`config.mk`:
```
export PLATFORM = sky130hd
export DESIGN_NAME = sdcard_ctrl
export DESIGN_NICKNAME = d
export VERILOG_FILES = /design/src/sdcard_pkg.sv /design/src/sdcard_ctrl.sv
export SDC_FILE = /design/constraint.sdc
export NUM_CORES = 1
export LEC_CHECK = 0
export BUFFER_PORTS_ARGS = -buffer_cell sky130_fd_sc_hd__buf_2
export CAP_MARGIN = 0
export CORE_UTILIZATION = 50
export DETAILED_ROUTE_END_ITERATION = 10
export MAX_ROUTING_LAYER = met4
export PLACE_DENSITY = 0.79
export SYNTH_ARGS = -nofsm -noshare
export SYNTH_HDL_FRONTEND = slang
export SYNTH_SLANG_ARGS = --single-unit
```
`constraint.sdc`:
```
create_clock -name i_clk -period 2.4 [get_ports i_clk]
set_clock_uncertainty 0.05 [all_clocks]
set_input_delay 0.48 -clock i_clk [delete_from_list [all_inputs] [get_ports i_clk]]
set_output_delay 0.48 -clock i_clk [all_outputs]
set_load 0.02 [all_outputs]
```
`src/sdcard_pkg.sv`:
```
// ======================================
// Shared card states, command codes and
// configuration for the SD command model
// ======================================
`default_nettype none

package sdcard_pkg;

    typedef enum logic [3:0] {
        SDSTATE_IDLE  = 4'd0,
        SDSTATE_READY = 4'd1,
        SDSTATE_IDENT = 4'd2,
        SDSTATE_STBY  = 4'd3,
        SDSTATE_INA   = 4'd4
    } sdstate_t;

    // Card configuration
    localparam int SDCARD_POWERUP_CYCLES = 400;
    localparam int SDCARD_RESP_DELAY = 4;
    localparam int SDCARD_GAP_CYCLES = 2;
    localparam logic SDCARD_HCS = 1'b1;
    localparam logic [3:0] SDCARD_VHS = 4'h1;
    localparam logic SDCARD_PCIE_1_2V = 1'b0;
    localparam logic SDCARD_PCIE_AVAIL = 1'b0;
    localparam logic [23:0] SDCARD_VDD_WINDOW = 24'hff8000;
    localparam logic [15:0] SDCARD_RCA = 16'h1234;
    localparam logic [31:0] SDCARD_CID_WORD = 32'h5a3c_9e01;

    // Frame layout, start bit is position 0
    localparam int SDCARD_FRAME_LEN = 48;
    localparam int SDCARD_CRC_POS = 40;

    // Command indices
    localparam logic [5:0] CMD_GO_IDLE = 6'd0;
    localparam logic [5:0] CMD_ALL_SEND_CID = 6'd2;
    localparam logic [5:0] CMD_SEND_RCA = 6'd3;
    localparam logic [5:0] CMD_IF_COND = 6'd8;
    localparam logic [5:0] CMD_VOLT_SWITCH = 6'd11;
    localparam logic [5:0] CMD_APP = 6'd55;
    localparam logic [5:0] ACMD_OP_COND = 6'd41;
    localparam logic [5:0] CMD_READ_OCR = 6'd58;

    // One serial step of CRC7, polynomial x^7 + x^3 + 1
    function automatic logic [6:0] crc7_next(input logic [6:0] crc, input logic din);
        logic fb;
        fb = crc[6] ^ din;
        return {crc[5:3], crc[2] ^ fb, crc[1:0], fb};
    endfunction

endpackage

`default_nettype wire

```
`src/sdcard_ctrl.sv`:
```
// ======================================
// Card identification FSM, decodes each
// command and prepares its response
// ======================================
`timescale 1ns/1ps
`default_nettype none

module sdcard_ctrl
    import sdcard_pkg::*;
(
    input  wire logic        i_clk,
    input  wire logic        i_nrst,
    input  wire logic        i_spi_mode,
    input  wire logic        i_req_valid,
    input  wire logic [5:0]  i_req_cmd,
    input  wire logic [31:0] i_req_arg,
    output logic             o_req_ready,
    output logic             o_resp_valid,
    output logic [5:0]       o_resp_index,
    output logic [31:0]      o_resp_data,
    output logic             o_resp_no_crc,
    input  wire logic        i_resp_ready,
    output logic             o_idle_state,
    output logic             o_illegal_cmd
);

    localparam int PU_W = $clog2(SDCARD_POWERUP_CYCLES + 1);
    localparam int DLY_W = $clog2(SDCARD_RESP_DELAY + 1);
    localparam logic [PU_W-1:0] PU_LAST = PU_W'(SDCARD_POWERUP_CYCLES - 1);

    sdstate_t         state;
    sdstate_t         dec_state;
    logic [PU_W-1:0]  powerup_cnt;
    logic             powerup_done;
    logic [DLY_W-1:0] delay_cnt;
    logic             pend;
    logic             resp_en;
    logic             resp_illegal;
    logic             accept;
    logic             dec_resp;
    logic [31:0]      dec_data;
    logic             dec_illegal;
    logic             dec_no_crc;
    logic [23:0]      ocr_match;

    assign accept = i_req_valid && !pend;
    assign o_req_ready = !pend;
    assign o_idle_state = (state == SDSTATE_IDLE);
    assign o_illegal_cmd = o_resp_valid && resp_illegal;
    assign ocr_match = i_req_arg[23:0] & SDCARD_VDD_WINDOW;

    // Command decode against the current card state
    always_comb begin
        dec_state = state;
        dec_resp = 1'b1;
        dec_data = '0;
        dec_illegal = 1'b0;
        dec_no_crc = 1'b0;
        if ((i_req_cmd == CMD_GO_IDLE) && (state != SDSTATE_INA)) begin
            dec_state = SDSTATE_IDLE;
        end else begin
            case (state)
                SDSTATE_IDLE: begin
                    case (i_req_cmd)
                        CMD_IF_COND: begin
                            dec_data[13] = i_req_arg[13] & SDCARD_PCIE_1_2V;
                            dec_data[12] = i_req_arg[12] & SDCARD_PCIE_AVAIL;
                            dec_data[11:8] = i_req_arg[11:8] & SDCARD_VHS;
                            dec_data[7:0] = i_req_arg[7:0];
                        end
                        CMD_APP: begin
                            dec_data = '0;
                        end
                        ACMD_OP_COND: begin
                            dec_no_crc = 1'b1;
                            dec_data[31] = powerup_done;
                            dec_data[30] = i_req_arg[30];
                            dec_data[23:0] = ocr_match;
                            if (ocr_match == '0) begin
                                // No common voltage, card drops out
                                dec_state = SDSTATE_INA;
                            end else if (powerup_done && !i_spi_mode) begin
                                dec_state = SDSTATE_READY;
                            end
                        end
                        CMD_READ_OCR: begin
                            if (i_spi_mode) begin
                                dec_data[30] = SDCARD_HCS;
                                dec_data[23:0] = SDCARD_VDD_WINDOW;
                            end else begin
                                dec_data = '1;
                                dec_illegal = 1'b1;
                            end
                        end
                        default: begin
                            dec_data = '1;
                            dec_illegal = 1'b1;
                        end
                    endcase
                end
                SDSTATE_READY: begin
                    if (i_req_cmd == CMD_ALL_SEND_CID) begin
                        dec_data = SDCARD_CID_WORD;
                        dec_state = SDSTATE_IDENT;
                    end else if (i_req_cmd != CMD_VOLT_SWITCH) begin
                        dec_data = '1;
                        dec_illegal = 1'b1;
                    end
                end
                SDSTATE_IDENT: begin
                    if (i_req_cmd == CMD_SEND_RCA) begin
                        dec_data = {SDCARD_RCA, 16'h0000};
                        dec_state = SDSTATE_STBY;
                    end else begin
                        dec_data = '1;
                        dec_illegal = 1'b1;
                    end
                end
                // STBY and INA stay silent
                default: begin
                    dec_resp = 1'b0;
                end
            endcase
        end
    end

    always_ff @(posedge i_clk or negedge i_nrst) begin
        if (!i_nrst) begin
            state <= SDSTATE_IDLE;
            powerup_cnt <= '0;
            powerup_done <= 1'b0;
            delay_cnt <= '0;
            pend <= 1'b0;
            resp_en <= 1'b0;
            o_resp_valid <= 1'b0;
        end else begin
            // Emulated power-up time for the ACMD41 busy bit
            if (!powerup_done) begin
                if (powerup_cnt == PU_LAST) begin
                    powerup_done <= 1'b1;
                end else begin
                    powerup_cnt <= powerup_cnt + 1'b1;
                end
            end
            if (accept) begin
                state <= dec_state;
                pend <= 1'b1;
                resp_en <= dec_resp;
                delay_cnt <= DLY_W'(SDCARD_RESP_DELAY);
            end else if (pend && !o_resp_valid) begin
                if (delay_cnt != '0) begin
                    delay_cnt <= delay_cnt - 1'b1;
                end else if (resp_en) begin
                    o_resp_valid <= 1'b1;
                end else begin
                    pend <= 1'b0;
                end
            end
            if (o_resp_valid && i_resp_ready) begin
                o_resp_valid <= 1'b0;
                pend <= 1'b0;
            end
        end
    end

    always_ff @(posedge i_clk) begin
        if (accept) begin
            o_resp_index <= i_req_cmd;
            o_resp_data <= dec_data;
            o_resp_no_crc <= dec_no_crc;
            resp_illegal <= dec_illegal;
        end
    end

endmodule

`default_nettype wire

```
==> flow_summary_export.csv <==
group,metric,value,unit
detailed_routing,vias,1984,
hold_path,min_path_type,"in -> async",
worst_setup_path,cp-end-kind,"register",
run_status,outcome,"complete, no violations",
grt,grt_use_total,0.1959,
die,rows,25,
pwr,power.internal,0.001781,W
yosys,synthCells,226,
grt,use_met2,0.3109,
clock_network,cts-hold-fix-buffers,0,
final_layout,final_nets,346,
die,die_x,73.68,um
clock_network,numCtsBuffers,5,
yosys,netlist_area,2569,sq um
yosys,yosysUniqueCellTypes,54,
pwr,vdd_drop_max,0.6569,mV
sta,layout_setup_ws,420.2,ps
die,die_area,5428,sq um
worst_setup_path,cp.required,2520,ps
die,io-pin-count,86,
job,max-cap-violations,0,
pwr,sw_frac_of_total,0.3476,
grt,grt_pass1_wl,7.776,mm
yosys,avgSynthCellArea,11.37,sq um
clock_network,cts_root_buf,"clkbuf_8",
place,portBuffers,72,
final_layout,fill_cells,392,
grt,grt_max_degree,35,
clock_network,worstSkewPairLatency,300,ps
grt,use_met3,0.04115,
sta,slew_headroom,0.7276,
clock_network,cts_tree,"done",
detailed_routing,drt-total-wl,4.752,mm
yosys,synth_ff_type,"edfxtp_1",
sta,setup_viol,0,
pwr,p_switching,0.0009490,W
detailed_routing,avgRoutedWirePerCell,12.91,um
sta,max_freq,505.1,MHz
place,pre_cts_slack,330.5,ps
sta,hold_violations,0,
die,start_util,0.5332,
yosys,syn_nets,272,
sta,rsz0062_at_grt,"false",
clock_network,clkTransAtPathRegs,100,ps
place,dp_hpwl,3.586,mm
final_layout,areaGrowthSynthToFinish,20.31,%
pwr,pwr-share-seq,0.459,
pwr,power_density,883.5,nW/um^2
pwr,clkPwrFrac,0.174,
die,coreArea,4817,sq um
detailed_routing,dr.pass1.iters,4,
worst_setup_path,crit_path_start_kind,"register",
pwr,leakagePower,1.319,nW
clock_network,clockBufferDepth,2,
die,die_y,73.68,um
sta,slew_violations,0,
clock_network,htreeDepth,2,
sta,tns,0,ps
worst_setup_path,crit_type,"reg -> reg",
place,globalplace.congestion,0.9225,
yosys,synth_edf_count,33,
detailed_routing,ant_nets,0,
grt,grt_overflow,0,
worst_setup_path,cp_slowest_cell,"or3_1",
final_layout,drive_above_1_share,0.3355,
yosys,synthArstFlopShare,0.3654,
detailed_routing,viasPerCell,5.391,
worst_setup_path,worst_path_largest_cell_delay,450,ps
yosys,yosys_warnings,0,
worst_setup_path,crit_buf_inv,0,
clock_network,clock-sinks,52,
grt,antenna_found_initial,0,
sta,hold-worst-slack,45.84,ps
yosys,seq_area_frac_synth,0.5709,
sta,fin_crit_sh,0.8249,
worst_setup_path,crit_family,"compound AO/OA/AOI/OAI gates",
worst_setup_path,path_cells,"or3_1, a31oi_2, nand3_2, a21oi_4, a21o_1",
worst_setup_path,crit_arrival,2100,ps
final_layout,layout_common_cells,"72 x buf_2, 33 x edfxtp_1, 22 x nand2_1",
sta,fin_crit,1980,ps
grt,grt.met1_usage,0.2563,
detailed_routing,drt_iter0_drc,132,
sta,worst_slew_pin_slew,408.6,ps
clock_network,ctsResizeCount,0,
yosys,ys_seq_elements,52,
grt,top_usage_layer,"met2",
worst_setup_path,critPathMaxFanout,10,
grt,grt_pass1_vias,1747,
final_layout,final_common_cell,"buf_2",
detailed_routing,post-route-drc-count,0,
pwr,p_comb_frac,0.367,
clock_network,cts_setup_buffers,0,
final_layout,antenna_cells,0,
## final timing paths
check / slack, ps / from / to / depth (start not counted)
min in group i_clk: 310 / i_resp_ready / o_resp_valid / 2
setup reg to reg: 420 / state[0] / o_resp_data[5] / 5
max in group asynchronous: 1960 / i_nrst / state[2] / 1
hold / removal: 50 / i_nrst / powerup_cnt[4] / 1
setup / recovery: 420 / state[0] / o_resp_data[5] / 5
hold reg to reg: 430 / powerup_cnt[7] / powerup_cnt[7] / 1
## routing by layer
metal	part of all wire	routed length [um]
met1	0.44	2076
met2	0.50	2370
met3	0.055	262
met4	0.0088	42
met5	0	0
## registers in the layout, summed over array words and instances, names as in the netlist
register       flops
resp_en            1
powerup_done       1
o_resp_index       6
pend               1
powerup_cnt        9
o_resp_valid       1
o_resp_no_crc      1
delay_cnt          3
o_resp_data       26
state              3
## synthesized netlist by cell type, types with 4 or more instances
master	count	area share
xnor2_1	4	0.014
a21o_1	11	0.032
nand2b_1	4	0.0097
nand4_1	4	0.0097
clkbuf_1	6	0.0088
nor3_1	6	0.012
nand2_1	22	0.032
nor2_1	20	0.029
edfxtp_1	33	0.39
dfrtp_1	19	0.19
nor2b_1	4	0.0097
inv_1	7	0.010
buf_4	7	0.020
a21oi_1	19	0.037
xor2_1	4	0.014
## metrics by stage
stage	utilization	total power (W)	instances	area (sq um)
after detailed placement	0.6234	0.002276	360	3003
after CTS	0.6416	0.002751	368	3090
after floorplan	-	0.002014	226	2569
final	0.6416	0.002730	368	3090
after global placement	0.6234	0.002248	360	3003
after global routing	0.6416	0.002915	368	3090
## layout make-up
class / count / area, sq um / share of cell area
Clock buffer: 5 / 68.82 / 0.02227
Clock inverter: 3 / 18.77 / 0.006073
Inverter: 7 / 26.28 / 0.008502
Multi-Input combinational cell: 152 / 991.0 / 0.3206
Sequential cell: 52 / 1466 / 0.4745
Tap cell: 67 / 83.83 / 0.02713
Timing Repair Buffer: 82 / 435.4 / 0.1409
## power groups by stage
| stage | clock (W) | combinational (W) | sequential, W |
|---|---|---|---|
| after floorplan | 0 | 0.000662 | 0.00135 |
| after global placement | 0 | 0.000978 | 0.00127 |
| after detailed placement | 0 | 0.00100 | 0.00127 |
| after CTS | 0.000488 | 0.00101 | 0.00125 |
| after global routing | 0.000523 | 0.00112 | 0.00127 |
| final | 0.000475 | 0.00100 | 0.00125 |
## cell families after synthesis
logic type	count (synthesis)	share of synthesized area
AND/OR/NAND/NOR	79	0.1632
buffers and inverters	22	0.04335
AO/OA/AOI/OAI	60	0.1724
flip-flops	52	0.5709
multiplexers	2	0.008280
adder cells (fa/ha/maj)	3	0.01461
XOR/XNOR	8	0.02727
Power figures use the tool's default switching activity.
